## src/design/led_consts.svh

```systemverilog
//////////////////////////////
// panel geometry and timing constants for the led matrix driver
// included by the package and by any module that sizes from them
//////////////////////////////
`ifndef LED_CONSTS_SVH
`define LED_CONSTS_SVH

// panel geometry
`define LED_WIDTH          16
`define LED_HEIGHT         8
`define LED_HALF           4  // rows per half, scan row r drives r and r+4

// brightness bits per colour channel
`define LED_PLANES         2

// serial line, clk_root cycles per bit
`define UART_TICKS_PER_BIT 16

// output enable length of plane 0, doubled per plane
`define OE_BASE_TICKS      8

`endif

```

## src/design/led_pkg.sv

```systemverilog
//////////////////////////////
// shared types for the led matrix driver
// import with led_pkg::* in the module header
//////////////////////////////
`include "led_consts.svh"

package led_pkg;

    typedef enum logic [7:0] {
        OP_ENABLE = 8'h45,  // one mask byte
        OP_FILL   = 8'h46,  // one value byte
        OP_PIXEL  = 8'h50   // x, y, value
    } opcode_t;

    typedef enum logic [2:0] {
        DS_IDLE,
        DS_WAIT_X,
        DS_WAIT_Y,
        DS_WAIT_VALUE,
        DS_WAIT_MASK,
        DS_FILLING
    } decode_state_t;

    typedef enum logic [2:0] {
        SC_FETCH,
        SC_SHIFT_HIGH,
        SC_SHIFT_LOW,
        SC_LATCH,
        SC_DISPLAY
    } scan_state_t;

    typedef struct packed {
        logic [1:0] unused;
        logic [1:0] blue;
        logic [1:0] green;
        logic [1:0] red;
    } pixel_t;

    typedef struct packed {
        pixel_t top;
        pixel_t bottom;
    } pixel_pair_t;

    typedef logic [$clog2(`LED_WIDTH*`LED_HEIGHT)-1:0] fb_addr_t;  // {y, x}
    typedef logic [$clog2(`LED_WIDTH)-1:0] col_t;
    typedef logic [$clog2(`LED_HALF)-1:0] row_t;

    typedef struct packed {
        logic red;
        logic green;
        logic blue;
    } rgb_t;

endpackage

```

## src/design/fb_if.sv

```systemverilog
//////////////////////////////
// framebuffer write port and paired read port
//////////////////////////////
`timescale 1ns/1ps

interface fb_if import led_pkg::*; ();

    logic        wr_en;
    fb_addr_t    wr_addr;
    pixel_t      wr_data;   // lands at the same edge as wr_en

    logic        rd_en;
    col_t        rd_col;
    row_t        rd_row;
    pixel_pair_t rd_pair;   // valid one cycle after rd_en

    modport writer (output wr_en, wr_addr, wr_data);
    modport reader (output rd_en, rd_col, rd_row, input rd_pair);
    modport memory (input wr_en, wr_addr, wr_data, rd_en, rd_col, rd_row, output rd_pair);

endinterface

```

## src/design/command_decoder.sv

```systemverilog
//////////////////////////////
// turns received command bytes into framebuffer writes
// and the colour enable mask
//////////////////////////////
`timescale 1ns/1ps
`include "led_consts.svh"

module command_decoder import led_pkg::*; (
    input  logic       clk_root,
    input  logic       rst_n,
    input  logic [7:0] rx_byte,
    input  logic       rx_valid,
    fb_if.writer       fb,
    output rgb_t       rgb_enable
);

    decode_state_t                     state;
    opcode_t                           cur_op;   // opcode waiting for its value byte
    col_t                              x_reg;
    logic [$clog2(`LED_HEIGHT)-1:0]    y_reg;

    always_ff @(posedge clk_root) begin
        if (!rst_n) begin
            state      <= DS_IDLE;
            fb.wr_en   <= 1'b0;
            fb.wr_addr <= '0;
            rgb_enable <= '1;  // all channels on
        end else begin
            fb.wr_en <= 1'b0;
            case (state)
                DS_IDLE: begin
                    if (rx_valid) begin
                        case (rx_byte)
                            OP_FILL:   state <= DS_WAIT_VALUE;
                            OP_PIXEL:  state <= DS_WAIT_X;
                            OP_ENABLE: state <= DS_WAIT_MASK;
                            default:   state <= DS_IDLE;  // unknown, ignore
                        endcase
                    end
                end
                DS_WAIT_X: if (rx_valid) state <= DS_WAIT_Y;
                DS_WAIT_Y: if (rx_valid) state <= DS_WAIT_VALUE;
                DS_WAIT_VALUE: begin
                    if (rx_valid) begin
                        fb.wr_en <= 1'b1;
                        if (cur_op == OP_FILL) begin
                            fb.wr_addr <= '0;
                            state      <= DS_FILLING;
                        end else begin
                            fb.wr_addr <= {y_reg, x_reg};
                            state      <= DS_IDLE;
                        end
                    end
                end
                DS_WAIT_MASK: begin
                    if (rx_valid) begin
                        rgb_enable <= rx_byte[2:0];
                        state      <= DS_IDLE;
                    end
                end
                DS_FILLING: begin
                    // one address per cycle, last one written as we leave
                    if (fb.wr_addr == '1) begin
                        state <= DS_IDLE;
                    end else begin
                        fb.wr_en   <= 1'b1;
                        fb.wr_addr <= fb.wr_addr + 1'b1;
                    end
                end
                default: state <= DS_IDLE;
            endcase
        end
    end

    // operand capture
    always_ff @(posedge clk_root) begin
        if (rx_valid) begin
            case (state)
                DS_IDLE:       cur_op     <= opcode_t'(rx_byte);
                DS_WAIT_X:     x_reg      <= rx_byte[$bits(col_t)-1:0];
                DS_WAIT_Y:     y_reg      <= rx_byte[$bits(y_reg)-1:0];
                DS_WAIT_VALUE: fb.wr_data <= rx_byte;
                default: ;
            endcase
        end
    end

endmodule

```

## src/design/framebuffer_ram.sv

```systemverilog
//////////////////////////////
// pixel memory split into top and bottom half banks
// reads return the same column and row of both halves
//////////////////////////////
`timescale 1ns/1ps
`include "led_consts.svh"

module framebuffer_ram import led_pkg::*; (
    input  logic  clk_root,
    fb_if.memory  fb
);

    localparam int DEPTH = `LED_WIDTH * `LED_HALF;
    localparam int AW    = $clog2(DEPTH);

    pixel_t        bank_top    [DEPTH];
    pixel_t        bank_bottom [DEPTH];
    logic [AW-1:0] wr_index;
    logic          wr_bottom;  // y top bit picks the bank
    logic [AW-1:0] rd_index;

    assign wr_index  = fb.wr_addr[AW-1:0];
    assign wr_bottom = fb.wr_addr[AW];
    assign rd_index  = {fb.rd_row, fb.rd_col};

    always_ff @(posedge clk_root) begin
        if (fb.wr_en && !wr_bottom) bank_top[wr_index] <= fb.wr_data;
        if (fb.wr_en && wr_bottom) bank_bottom[wr_index] <= fb.wr_data;
    end

    always_ff @(posedge clk_root) begin
        if (fb.rd_en) begin
            fb.rd_pair.top    <= bank_top[rd_index];
            fb.rd_pair.bottom <= bank_bottom[rd_index];
        end
    end

endmodule

```

## src/design/led_matrix_top.sv

```systemverilog
//////////////////////////////
// led matrix driver top, serial commands in and hub75 panel out
//////////////////////////////
`timescale 1ns/1ps
`include "led_consts.svh"

module led_matrix_top import led_pkg::*; (
    input  logic clk_root,
    input  logic rst_n,
    input  logic serial_in,
    output rgb_t rgb_top,
    output rgb_t rgb_bottom,
    output row_t row_addr,
    output logic clk_pixel,
    output logic row_latch,
    output logic oe_n
);

    logic [7:0]                     rx_byte;
    logic                           rx_valid;
    rgb_t                           rgb_enable;
    logic                           fetch_req;
    col_t                           scan_col;
    row_t                           scan_row;
    logic [$clog2(`LED_PLANES)-1:0] scan_plane;

    fb_if fb_bus ();

    serial_rx u_serial_rx (
        .clk_root (clk_root),
        .rst_n    (rst_n),
        .serial_in(serial_in),
        .rx_byte  (rx_byte),
        .rx_valid (rx_valid)
    );

    command_decoder u_command_decoder (
        .clk_root  (clk_root),
        .rst_n     (rst_n),
        .rx_byte   (rx_byte),
        .rx_valid  (rx_valid),
        .fb        (fb_bus.writer),
        .rgb_enable(rgb_enable)
    );

    framebuffer_ram u_framebuffer_ram (
        .clk_root(clk_root),
        .fb      (fb_bus.memory)
    );

    pixel_fetch u_pixel_fetch (
        .clk_root  (clk_root),
        .rst_n     (rst_n),
        .fetch_req (fetch_req),
        .col       (scan_col),
        .row       (scan_row),
        .plane     (scan_plane),
        .rgb_enable(rgb_enable),
        .fb        (fb_bus.reader),
        .rgb_top   (rgb_top),
        .rgb_bottom(rgb_bottom)
    );

    matrix_scan u_matrix_scan (
        .clk_root (clk_root),
        .rst_n    (rst_n),
        .fetch_req(fetch_req),
        .col      (scan_col),
        .row      (scan_row),
        .plane    (scan_plane),
        .clk_pixel(clk_pixel),
        .row_latch(row_latch),
        .oe_n     (oe_n),
        .row_addr (row_addr)
    );

endmodule

```

## src/design/matrix_scan.sv

```systemverilog
//////////////////////////////
// panel scan sequencer: shift, latch, then binary weighted display
// per row and bit plane
//////////////////////////////
`timescale 1ns/1ps
`include "led_consts.svh"

module matrix_scan import led_pkg::*; (
    input  logic                             clk_root,
    input  logic                             rst_n,
    output logic                             fetch_req,
    output col_t                             col,
    output row_t                             row,
    output logic [$clog2(`LED_PLANES)-1:0]   plane,
    output logic                             clk_pixel,
    output logic                             row_latch,
    output logic                             oe_n,
    output row_t                             row_addr
);

    localparam int PW     = $clog2(`LED_PLANES);
    localparam int OE_MAX = `OE_BASE_TICKS << (`LED_PLANES - 1);
    localparam int DW     = $clog2(OE_MAX + 1);

    scan_state_t   state;
    logic          fetch_wait;  // second cycle of a column fetch
    logic [DW-1:0] disp_cnt;
    logic [DW-1:0] oe_ticks;
    logic          last_col;
    logic          last_plane;

    assign oe_ticks   = DW'(`OE_BASE_TICKS) << plane;
    assign last_col   = col == col_t'(`LED_WIDTH - 1);
    assign last_plane = plane == PW'(`LED_PLANES - 1);

    // panel strobes straight from the state
    assign fetch_req = (state == SC_FETCH) && !fetch_wait;
    assign clk_pixel = state == SC_SHIFT_HIGH;
    assign row_latch = state == SC_LATCH;
    assign oe_n      = !((state == SC_DISPLAY) && (disp_cnt < oe_ticks));

    always_ff @(posedge clk_root) begin
        if (!rst_n) begin
            state      <= SC_FETCH;
            fetch_wait <= 1'b0;
            col        <= '0;
            row        <= '0;
            plane      <= '0;
            disp_cnt   <= '0;
            row_addr   <= '0;
        end else begin
            case (state)
                SC_FETCH: begin
                    fetch_wait <= !fetch_wait;
                    if (fetch_wait) state <= SC_SHIFT_HIGH;  // pixel data ready
                end
                SC_SHIFT_HIGH: state <= SC_SHIFT_LOW;
                SC_SHIFT_LOW: begin
                    col <= col + 1'b1;  // wraps to 0 after the last column
                    if (last_col) begin
                        row_addr <= row;  // shows with the latch
                        state    <= SC_LATCH;
                    end else begin
                        state <= SC_FETCH;
                    end
                end
                SC_LATCH: begin
                    disp_cnt <= '0;
                    state    <= SC_DISPLAY;
                end
                SC_DISPLAY: begin
                    // one blank cycle once the count is reached
                    if (disp_cnt == oe_ticks) begin
                        state <= SC_FETCH;
                        if (last_plane) begin
                            plane <= '0;
                            row   <= (row == row_t'(`LED_HALF - 1)) ? '0 : row + 1'b1;
                        end else begin
                            plane <= plane + 1'b1;
                        end
                    end else begin
                        disp_cnt <= disp_cnt + 1'b1;
                    end
                end
                default: state <= SC_FETCH;
            endcase
        end
    end

endmodule

```

## src/design/pixel_fetch.sv

```systemverilog
//////////////////////////////
// reads a pixel pair and picks the current plane bit per channel
//////////////////////////////
`timescale 1ns/1ps
`include "led_consts.svh"

module pixel_fetch import led_pkg::*; (
    input  logic                             clk_root,
    input  logic                             rst_n,
    input  logic                             fetch_req,
    input  col_t                             col,
    input  row_t                             row,
    input  logic [$clog2(`LED_PLANES)-1:0]   plane,
    input  rgb_t                             rgb_enable,
    fb_if.reader                             fb,
    output rgb_t                             rgb_top,
    output rgb_t                             rgb_bottom
);

    localparam int PW = $clog2(`LED_PLANES);

    logic pair_valid;  // rd_pair holds the requested column

    function automatic rgb_t plane_bits(input pixel_t px, input logic [PW-1:0] p);
        rgb_t c;
        c.red   = px.red[p];
        c.green = px.green[p];
        c.blue  = px.blue[p];
        return c;
    endfunction

    assign fb.rd_en  = fetch_req;
    assign fb.rd_col = col;
    assign fb.rd_row = row;

    always_ff @(posedge clk_root) begin
        if (!rst_n) begin
            pair_valid <= 1'b0;
            rgb_top    <= '0;
            rgb_bottom <= '0;
        end else begin
            pair_valid <= fetch_req;
            if (pair_valid) begin
                rgb_top    <= plane_bits(fb.rd_pair.top, plane) & rgb_enable;
                rgb_bottom <= plane_bits(fb.rd_pair.bottom, plane) & rgb_enable;
            end
        end
    end

endmodule

```

## src/design/serial_rx.sv

```systemverilog
//////////////////////////////
// 8N1 serial receiver with input synchroniser
// strobes rx_valid for one cycle per good byte
//////////////////////////////
`timescale 1ns/1ps
`include "led_consts.svh"

module serial_rx (
    input  logic       clk_root,
    input  logic       rst_n,
    input  logic       serial_in,
    output logic [7:0] rx_byte,
    output logic       rx_valid
);

    localparam int TW = $clog2(`UART_TICKS_PER_BIT);

    typedef enum logic [1:0] {
        RX_IDLE,
        RX_START,
        RX_DATA,
        RX_STOP
    } rx_state_t;

    logic [1:0]    sync_ff;
    logic          rx_s;       // synchronised line
    rx_state_t     state;
    logic [TW-1:0] tick_cnt;
    logic [2:0]    bit_cnt;
    logic          tick_end;
    logic          tick_half;

    assign rx_s      = sync_ff[1];
    assign tick_end  = tick_cnt == TW'(`UART_TICKS_PER_BIT - 1);
    assign tick_half = tick_cnt == TW'(`UART_TICKS_PER_BIT / 2 - 1);

    always_ff @(posedge clk_root) begin
        if (!rst_n) begin
            sync_ff <= 2'b11;  // line idles high
        end else begin
            sync_ff <= {sync_ff[0], serial_in};
        end
    end

    always_ff @(posedge clk_root) begin
        if (!rst_n) begin
            state    <= RX_IDLE;
            tick_cnt <= '0;
            bit_cnt  <= '0;
            rx_valid <= 1'b0;
        end else begin
            rx_valid <= 1'b0;
            case (state)
                RX_IDLE: begin
                    tick_cnt <= '0;
                    if (!rx_s) state <= RX_START;
                end
                RX_START: begin
                    if (tick_half) begin  // middle of start bit
                        tick_cnt <= '0;
                        bit_cnt  <= '0;
                        state    <= rx_s ? RX_IDLE : RX_DATA;  // glitch, back to idle
                    end else begin
                        tick_cnt <= tick_cnt + 1'b1;
                    end
                end
                RX_DATA: begin
                    tick_cnt <= tick_cnt + 1'b1;
                    if (tick_end) begin
                        bit_cnt <= bit_cnt + 1'b1;
                        if (bit_cnt == 3'd7) state <= RX_STOP;
                    end
                end
                RX_STOP: begin
                    tick_cnt <= tick_cnt + 1'b1;
                    if (tick_end) begin
                        rx_valid <= rx_s;  // drop framing errors
                        state    <= RX_IDLE;
                    end
                end
                default: state <= RX_IDLE;
            endcase
        end
    end

    // lsb first
    always_ff @(posedge clk_root) begin
        if (state == RX_DATA && tick_end) rx_byte <= {rx_s, rx_byte[7:1]};
    end

endmodule

```

## config.mk

```make
export PLATFORM = sky130hd
export DESIGN_NAME = led_matrix_top
export DESIGN_NICKNAME = d
export VERILOG_FILES = /design/src/design/led_pkg.sv /design/src/design/fb_if.sv /design/src/design/command_decoder.sv /design/src/design/framebuffer_ram.sv /design/src/design/led_matrix_top.sv /design/src/design/matrix_scan.sv /design/src/design/pixel_fetch.sv /design/src/design/serial_rx.sv
export VERILOG_INCLUDE_DIRS = /design/src /design/src/design
export SDC_FILE = /design/constraint.sdc
export NUM_CORES = 1
export LEC_CHECK = 0
export ABC_AREA = 0
export BUFFER_PORTS_ARGS = -buffer_cell sky130_fd_sc_hd__buf_2
export CAP_MARGIN = 0
export CORE_UTILIZATION = 28
export CTS_CLUSTER_DIAMETER = 30
export DETAILED_ROUTE_END_ITERATION = 7
export PLACE_DENSITY = 0.47
export SYNTH_ARGS = -nofsm -noshare
export SYNTH_HDL_FRONTEND = slang
export SYNTH_SLANG_ARGS = --single-unit
export TNS_END_PERCENT = 100
```

## constraint.sdc

```tcl
create_clock -name clk_root -period 3.1 [get_ports clk_root]
set_input_delay 0.155 -clock clk_root [delete_from_list [all_inputs] [get_ports clk_root]]
set_output_delay 0.155 -clock clk_root [all_outputs]
set_load 0.01 [all_outputs]
```

==> results.json, run 1 <==
{
  "critPathCaptureType": "register",
  "dp_cells": 3505,
  "root_buffer": "clkbuf_16",
  "met1_usage_pct": 18.4,
  "synth.avg_cell_area_um2": 18.4,
  "drc": 0,
  "p_leak_nw": 13.6,
  "cts-buffers-inserted": 169,
  "setup.worst_path.start_class": "register",
  "drtIter0Drc": 1335,
  "busiest_layer": "met2",
  "power_frac_clock_pct": 58.9,
  "crit_type": "reg -> reg",
  "ys_types": 66,
  "dieHeight_um": 351,
  "p_int_mw": 24.7,
  "max_freq_ghz": 0.381,
  "area_growth_syn_to_layout_pct": 25.5,
  "placementRows": 127,
  "grt_util_met3_pct": 2.91,
  "dieArea_mm2": 0.123,
  "yosys_warnings": 0,
  "ir_drop_uv": 560,
  "drv_cap": 0,
  "max_slew.worst_pin.slew_ns": 1.04,
  "powerDensity_mw_per_mm2": 736,
  "preCtsSetupSlack_ns": 0.498,
  "synth_flop_cell": "edfxtp_1",
  "status": "finished, final reports clean",
  "clock_latency_ns": 0.75,
  "wl_per_cell_um": 22.1,
  "seq_area_frac_synth_pct": 74.2,
  "postLayoutCellArea_mm2": 0.0428,
  "grt_pass1_wl_um": 125000,
  "swShare_pct": 21.6,
  "cts.path.max_buffers": 3,
  "post_dp_cell_area_mm2": 0.0369,
  "grt_start_max_net_pins": 129,
  "hold_path.class": "in -> reg",
  "routed_wl_um": 84500,
  "maxSlewViolCount": 0,
  "cp.required_ns": 3.55,
  "post_cts_buffers": 0,
  "top_regs": "u_framebuffer_ram.bank_bottom: 384 flops, u_framebuffer_ram.bank_top: 384 flops, u_framebuffer_ram.fb.rd_pair: 12 flops",
  "port_buffers": 13,
  "grt_use_total_pct": 13.9,
  "ys_ff_latch": 860,
  "synthesis.nets": 1871,
  "boundaryPins": 14,
  "dr_total_vias": 17692,
  "slew_headroom_pct": 29.9,
  "rsz0062_at_grt": "false",
  "start_util_pct": 28.3,
  "hpwl_um": 52100,
  "path_max_fanout": 26,
  "grt_pass1_vias": 18747,
  "routabilityCongestion": 0.758,
  "drtPass1Iterations": 6,
  "min_period_ns": 2.62,
  "async_flop_share_pct": 0,
  "nets": 2083,
  "fp.coreArea_mm2": 0.120,
  "hold_buffers": 1,
  "cts.repair.resized": 0,
  "setup_slack_ns": 0.478,
  "period_share_pct": 84.6,
  "clk_pin_slew_worst_paths_ns": 0.05,
  "stdcell_count": 3823,
  "num-fill-cells": 11326,
  "die_width_um": 351,
  "synth_edf_count": 809,
  "p_sw_mw": 6.82,
  "htree_levels": 4,
  "holdWs_ns": 0.0296,
  "viasPerCell": 4.63,
  "final-hold-violation-count": 0,
  "synthCells": 1853,
  "setup_viol": 0,
  "fin_skew_ns": 0.0304,
  "combinationalPowerShare_pct": 1.1,
  "cts.sinks": 860,
  "cts_tree": "yes",
  "grt_overflow": 0,
  "met2_usage_pct": 22.7,
  "antenna_found_initial": 2,
  "synth_area_mm2": 0.0341,
  "drive_gt1_share_pct": 28.2,
  "ant_nets": 0,
  "p_seq_share_pct": 40.0,
  "cp.arrival_ns": 3.07,
  "final.setup.tns_ns": 0
}
-- cell usage in the layout, fill, tap and decap left out, drive strengths merged, types with 4 or more instances in the layout --
cell type  count
nor3b          5
xnor2          4
a221oi        13
a21boi         7
a21oi         17
bufinv        20
a21o          21
o22ai         51
nand2         50
ha            15
dfxtp         51
nor3          11
mux2i        133
and2          16
mux2          21
o221ai        23
nor2         175
buf          143
o211ai         7
mux4         142
xor2           5
or2            4
nand3b        13
a31oi          5
or3            4
o21ai         12
clkinvlp      25
and3           5
clkbuf       178
or3b           6
edfxtp       809
inv           65
nand2b         9
nor2b         12
nand4          9
nand3         16
a211o         20
clkinv        56
-- per-stage QoR --
step	total power [mW]	util [%]
floorplan	13.1	-
global placement	13.2	30.6
detailed placement	13.2	30.6
CTS	31.9	35.5
global route	32.4	35.5
finish	31.5	35.5
-- power by group through the flow --
stage | registers, mW | logic (mW) | clock network (mW)
2_1_floorplan | 12.8 | 0.254 | 0
3_3_place_gp | 12.8 | 0.362 | 0
3_5_place_dp | 12.8 | 0.369 | 0
4_1_cts | 12.6 | 0.371 | 18.9
5_1_grt | 12.6 | 0.392 | 19.4
6_report | 12.6 | 0.360 | 18.6
-- worst paths after layout --
path / from / end / slack, ns / cells past startpoint
worst max-delay path: u_matrix_scan.col[0]$_SDFFE_PN0N_ / u_framebuffer_ram.fb.rd_pair[0]$_DFFE_PP_ / 0.48 / 6
worst min-delay path: rst_n / u_command_decoder.rgb_enable[2]$_SDFFE_PN1P_ / 0.03 / 2
worst max register to register: u_matrix_scan.col[0]$_SDFFE_PN0N_ / u_framebuffer_ram.fb.rd_pair[0]$_DFFE_PP_ / 0.48 / 6
worst min register to register: u_serial_rx.sync_ff[0]$_SDFF_PN1_ / u_serial_rx.sync_ff[1]$_SDFF_PN1_ / 0.41 / 1
-- per-layer routing --
metal	vias up	share of wire (%)
met3	149	4.8
met2	428	49
met1	9164	44
li1	7949	-
met5	-	0.013
met4	2	2.2
-- worst max-delay path, stage by stage, from the launching register on --
cell and delay (ns):
dfxtp_4 0.54, buf_12 0.28, mux4_2 0.53, mux2i_1 0.31
nor2_1 0.10, o22ai_1 0.41, a221oi_2 0.13
-- cell families after synthesis --
family,count (synthesis),share of synthesized area [%]
compound gates,198,4.34
xor+xnor,9,0.231
fa+ha+maj,15,0.550
buf+inv,131,1.97
flops,860,74.2
mux,296,14.0
simple gates,344,4.76
-- Yosys cell counts, drive strengths merged, types with 13 or more instances --
master  count  area, µm²
a21o       21        158
nand2      50        188
mux2i     133       1330
clkbuf     53        200
nand3b     13        101
dfxtp      51       1020
edfxtp    809      24300
mux2       21        236
o221ai     23        201
nand3      16       80.1
mux4      142       3200
and2       16        100
nor2      175        657
o22ai      51        319
inv        28        105
buf        50        367
a21oi      17       85.1
a221oi     13        151
a211o      20        175
ha         15        188
-- final cells by class --
type	instances	area [µm²]	share of cell area, %
tap	1612	2020	4.71
timing repair buffer	144	1280	2.98
multi-input combinational	862	8150	19.0
antenna	1	2.50	0.00584
sequential	860	25300	59.2
clock buffer	178	4290	10.0
inverter	28	105	0.245
clock inverter	138	1650	3.85
Note: power is estimated with default switching activity, not from simulation.
==> run 2: changes to the inputs <==
- PLACE_DENSITY: 0.47 -> 0.48
- clock period: 3.1 -> 2.2 ns (I/O delays scaled with it)
==> results.json, run 2 (synthesized netlist as in run 1, its figures left out) <==
{
  "path_max_fanout": 8,
  "drc": 0,
  "dieArea_mm2": 0.123,
  "busiest_layer": "met2",
  "fp.coreArea_mm2": 0.120,
  "routed_wl_um": 87100,
  "cts.sinks": 860,
  "top_regs": "u_framebuffer_ram.bank_bottom: 384 flops, u_framebuffer_ram.bank_top: 384 flops, u_framebuffer_ram.fb.rd_pair: 12 flops",
  "min_path_cells": 3,
  "setup.worst_path.start_class": "register",
  "grt_overflow": 0,
  "final-hold-violation-count": 0,
  "dr_total_vias": 18645,
  "p_leak_nw": 14.6,
  "power_mw": 43.1,
  "hold_path.class": "in -> reg",
  "port_buffers": 13,
  "drtIter0Drc": 1208,
  "p_sw_mw": 8.85,
  "hpwl_um": 55700,
  "p_seq_share_pct": 41.2,
  "cts.path.max_buffers": 3,
  "drtPass1Iterations": 5,
  "cp.arrival_ns": 2.75,
  "boundaryPins": 14,
  "htree_levels": 4,
  "final.setup.tns_ns": -0.374,
  "rsz0062_at_grt": "true",
  "max_freq_ghz": 0.438,
  "period_share_pct": 104,
  "met1_usage_pct": 18.3,
  "drv_cap": 0,
  "wl_per_cell_um": 21.8,
  "critPathCaptureType": "register",
  "powerDensity_mw_per_mm2": 964,
  "cts-buffers-inserted": 162,
  "placementRows": 127,
  "swShare_pct": 20.5,
  "layout_commonest_cell": "edfxtp_1",
  "final_util_pct": 37.1,
  "dieHeight_um": 351,
  "drive_gt1_share_pct": 34.6,
  "clk_pin_slew_worst_paths_ns": 0.05,
  "die_width_um": 351,
  "max_slew.worst_pin.slew_ns": 0.756,
  "dp_cells": 3650,
  "stdcell_count": 3991,
  "status": "finished, violations left",
  "preCtsSetupSlack_ns": -0.308,
  "holdWs_ns": 0.395,
  "num-fill-cells": 11158,
  "routabilityCongestion": 0.771,
  "clock_latency_ns": 0.74,
  "mostFrequentLayoutCells": "edfxtp_1 (809), buf_4 (249), nor2_1 (169), clkbuf_16 (165), mux4_2 (142)",
  "cts_tree": "yes",
  "min_period_ns": 2.28,
  "nets": 2256,
  "grt_pass1_vias": 19875,
  "area_growth_syn_to_layout_pct": 31.1,
  "grt_use_total_pct": 14.3,
  "slew_headroom_pct": 49.6,
  "fin_skew_ns": 0.0280,
  "antenna_found_initial": 3,
  "cp.required_ns": 2.66,
  "root_buffer": "clkbuf_16",
  "setup_slack_ns": -0.0826,
  "setup_viol": 10,
  "start_util_pct": 28.3,
  "met2_usage_pct": 23.5,
  "post_dp_cell_area_mm2": 0.0382,
  "violations": "setup timing",
  "grt_pass1_wl_um": 129000,
  "power_frac_clock_pct": 57.3,
  "r2r_cells": 8,
  "viasPerCell": 4.67,
  "grt_start_max_net_pins": 129,
  "ant_nets": 0,
  "ir_drop_uv": 794,
  "postLayoutCellArea_mm2": 0.0447,
  "p_int_mw": 34.3,
  "combinationalPowerShare_pct": 1.6,
  "crit_type": "reg -> reg",
  "grt_util_met3_pct": 3.49,
  "maxSlewViolCount": 0
}
==> run 2: cell types whose count changed in the layout (fill, tap and decap cells not counted), sizes merged, moves of 5 or more <==
cell    delta
clkbuf     +5
buf      +175
inv       -24
clkinv    +10
==> run 2: worst max-delay path, stage by stage (launching register included) <==
cell and delay [ns]:
dfxtp_4 0.39, buf_12 0.18, buf_12 0.16, mux4_2 0.53
mux2i_2 0.21, nor2_1 0.09, o22ai_2 0.21, buf_4 0.16
a221oi_2 0.05
==> run 2: repair_timing <==
item | 4_1_cts | 5_1_grt
hold buffers | 3 | 0
setup buffers | 14 | 14
endpoints found under the hold margin | 22 | 0
gates resized for setup | 56 | 42
cloned | 4 | 3
pin swaps | 9 | 13
endpoints found under the setup margin | 23 | 29
==> run 2: path summary, 6_finish.rpt <==
check | start | to | slack [ns]
worst min register to register | u_serial_rx.rx_byte[6]$_DFFE_PP_ | u_command_decoder.cur_op[6]$_DFFE_PP_ | 0.45
worst max register to register | u_matrix_scan.col[0]$_SDFFE_PN0N_ | u_framebuffer_ram.fb.rd_pair[12]$_DFFE_PP_ | -0.08
worst max-delay path | u_matrix_scan.col[0]$_SDFFE_PN0N_ | u_framebuffer_ram.fb.rd_pair[12]$_DFFE_PP_ | -0.08
worst min-delay path | rst_n | u_serial_rx.sync_ff[1]$_SDFF_PN1_ | 0.40
==> run 2: routing by layer <==
metal	up-vias	routed length [µm]	part of all wire [%]
met4	0	1900	2.2
met2	518	42500	49
met5	-	0	0
met3	142	5210	6.0
li1	8279	-	-
met1	9706	37500	43
==> run 2: cell type report <==
type / count / area (µm²) / area share (%)
multi-input cells: 862 / 8570 / 19.2
well taps: 1612 / 2020 / 4.51
diodes: 1 / 2.50 / 0.00560
clock buffers: 180 / 4120 / 9.22
clock inverters: 124 / 1440 / 3.22
repair buffers: 324 / 3140 / 7.03
inverters: 28 / 105 / 0.235
flip-flops and latches: 860 / 25300 / 56.6
==> run 2: power groups by stage <==
stage | Clock (mW) | Sequential, mW | Combinational, mW
2_1_floorplan | 0 | 18.0 | 0.360
3_3_place_gp | 0 | 18.1 | 0.570
3_5_place_dp | 0 | 18.1 | 0.577
4_1_cts | 25.2 | 17.8 | 0.650
5_1_grt | 25.9 | 17.7 | 0.726
6_report | 24.7 | 17.8 | 0.673
==> run 3: changes to the inputs <==
- PLACE_DENSITY: 0.48 -> not set
==> results.json, run 3 (synthesized netlist as in run 1, its figures left out) <==
{
  "p_leak_nw": 14.1,
  "grt_util_met3_pct": 2.98,
  "drive_gt1_share_pct": 33.1,
  "holdWs_ns": 0.468,
  "nets": 2193,
  "ant_nets": 0,
  "clock_latency_ns": 0.73,
  "min_period_ns": 2.30,
  "drtPass1Iterations": 6,
  "met1_usage_pct": 16.9,
  "routed_wl_um": 81400,
  "drtIter0Drc": 1322,
  "setup.worst_path.start_class": "register",
  "clk_pin_slew_worst_paths_ns": 0.05,
  "setup_slack_ns": -0.101,
  "powerDensity_mw_per_mm2": 945,
  "boundaryPins": 14,
  "met2_usage_pct": 21.9,
  "p_sw_mw": 8.63,
  "cts.path.max_buffers": 3,
  "swShare_pct": 21.0,
  "path_max_fanout": 10,
  "antenna_found_initial": 3,
  "layout_commonest_cell": "edfxtp_1",
  "cts.sinks": 860,
  "final-hold-violation-count": 0,
  "combinationalPowerShare_pct": 1.5,
  "drc": 0,
  "diodes": 0,
  "maxSlewViolCount": 0,
  "setup_viol": 12,
  "viasPerCell": 4.68,
  "hpwl_um": 51200,
  "routabilityCongestion": 0.798,
  "die_width_um": 351,
  "status": "finished, violations left",
  "top_regs": "u_framebuffer_ram.bank_bottom: 384 flops, u_framebuffer_ram.bank_top: 384 flops, u_framebuffer_ram.fb.rd_pair: 12 flops",
  "root_buffer": "clkbuf_16",
  "period_share_pct": 105,
  "wl_per_cell_um": 20.8,
  "critPathCaptureType": "register",
  "drv_cap": 0,
  "grt_start_max_net_pins": 129,
  "grt_pass1_wl_um": 122000,
  "crit_type": "reg -> reg",
  "dr_total_vias": 18289,
  "power_mw": 41.1,
  "mostFrequentLayoutCells": "edfxtp_1 (809), buf_4 (213), nor2_1 (164), clkbuf_16 (149), mux4_2 (142)",
  "hold_path.class": "reg -> reg",
  "placementRows": 127,
  "grt_overflow": 0,
  "area_growth_syn_to_layout_pct": 27.5,
  "dieArea_mm2": 0.123,
  "port_buffers": 13,
  "busiest_layer": "met2",
  "grt_pass1_vias": 19286,
  "p_int_mw": 32.5,
  "violations": "setup timing",
  "ir_drop_uv": 580,
  "max_slew.worst_pin.slew_ns": 0.856,
  "dieHeight_um": 351,
  "start_util_pct": 28.3,
  "grt_use_total_pct": 13.2,
  "power_frac_clock_pct": 55.3,
  "max_freq_ghz": 0.435,
  "fp.coreArea_mm2": 0.120,
  "slew_headroom_pct": 42.9,
  "cp.required_ns": 2.62,
  "preCtsSetupSlack_ns": -0.248,
  "cts_tree": "yes",
  "rsz0062_at_grt": "true",
  "htree_levels": 4,
  "p_seq_share_pct": 43.2,
  "cts-buffers-inserted": 147,
  "cp.arrival_ns": 2.72,
  "fin_skew_ns": 0.0281
}
-- run 3: final cells by class --
class	instances	area, µm²
Inverter	28	105
Fill cell	11188	76900
Tap cell	1612	2020
Timing Repair Buffer	276	2580
Sequential cell	860	25300
Clock inverter	105	1200
Multi-Input combinational cell	862	8430
Clock buffer	166	3830
-- run 3: repair_timing --
item / 4_1_cts / 5_1_grt
hold buffers: 3 / 0
gates resized for setup: 45 / 22
setup endpoints to repair: 13 / 38
hold endpoints to repair: 15 / 0
setup buffers: 4 / 8
pin swaps: 4 / 6
cloned: 2 / 1
-- run 3: worst paths after layout --
path,cells past startpoint,slack (ns),to,startpoint
setup / recovery,7,-0.10,u_framebuffer_ram.fb.rd_pair[12]$_DFFE_PP_,u_matrix_scan.col[0]$_SDFFE_PN0N_
hold / removal,1,0.47,u_serial_rx.sync_ff[1]$_SDFF_PN1_,u_serial_rx.sync_ff[0]$_SDFF_PN1_
setup reg to reg,7,-0.10,u_framebuffer_ram.fb.rd_pair[12]$_DFFE_PP_,u_matrix_scan.col[0]$_SDFFE_PN0N_
hold reg to reg,1,0.47,u_serial_rx.sync_ff[1]$_SDFF_PN1_,u_serial_rx.sync_ff[0]$_SDFF_PN1_
-- run 3: metal layers --
| layer | share of wire, % | wire length, µm | vias to the layer above |
|---|---|---|---|
| met5 | 0.015 | 12 | - |
| met4 | 2.6 | 2160 | 2 |
| met3 | 6.1 | 4990 | 149 |
| met2 | 49 | 40000 | 588 |
| met1 | 42 | 34200 | 9403 |
| li1 | - | - | 8147 |
-- run 3: critical path: stages (launching register included) --
cell,delay (ns)
dfxtp_4,0.45
buf_12,0.17
buf_12,0.16
buf_12,0.14
mux4_2,0.51
mux2_2,0.30
o22ai_2,0.17
a221oi_2,0.05
-- run 3: power by group through the flow --
stage	combinational (mW)	sequential, mW	clock, mW
3_3_place_gp	0.566	18.1	0
3_5_place_dp	0.580	18.1	0
6_report	0.623	17.7	22.7
2_1_floorplan	0.360	18.0	0
4_1_cts	0.619	17.7	23.1
5_1_grt	0.670	17.7	23.8
-- run 3: metrics by stage --
stage               setup TNS [ns]  cell area [µm²]  instances  utilization, %
floorplan                   -55.29            34100       1853               -
global placement             -1.13            37900       3621            31.5
detailed placement           -1.48            37900       3621            31.5
CTS                         -0.960            43400       3901            36.0
global route                 -2.45            43500       3909            36.1
finish                      -0.880            43500       3909            36.1
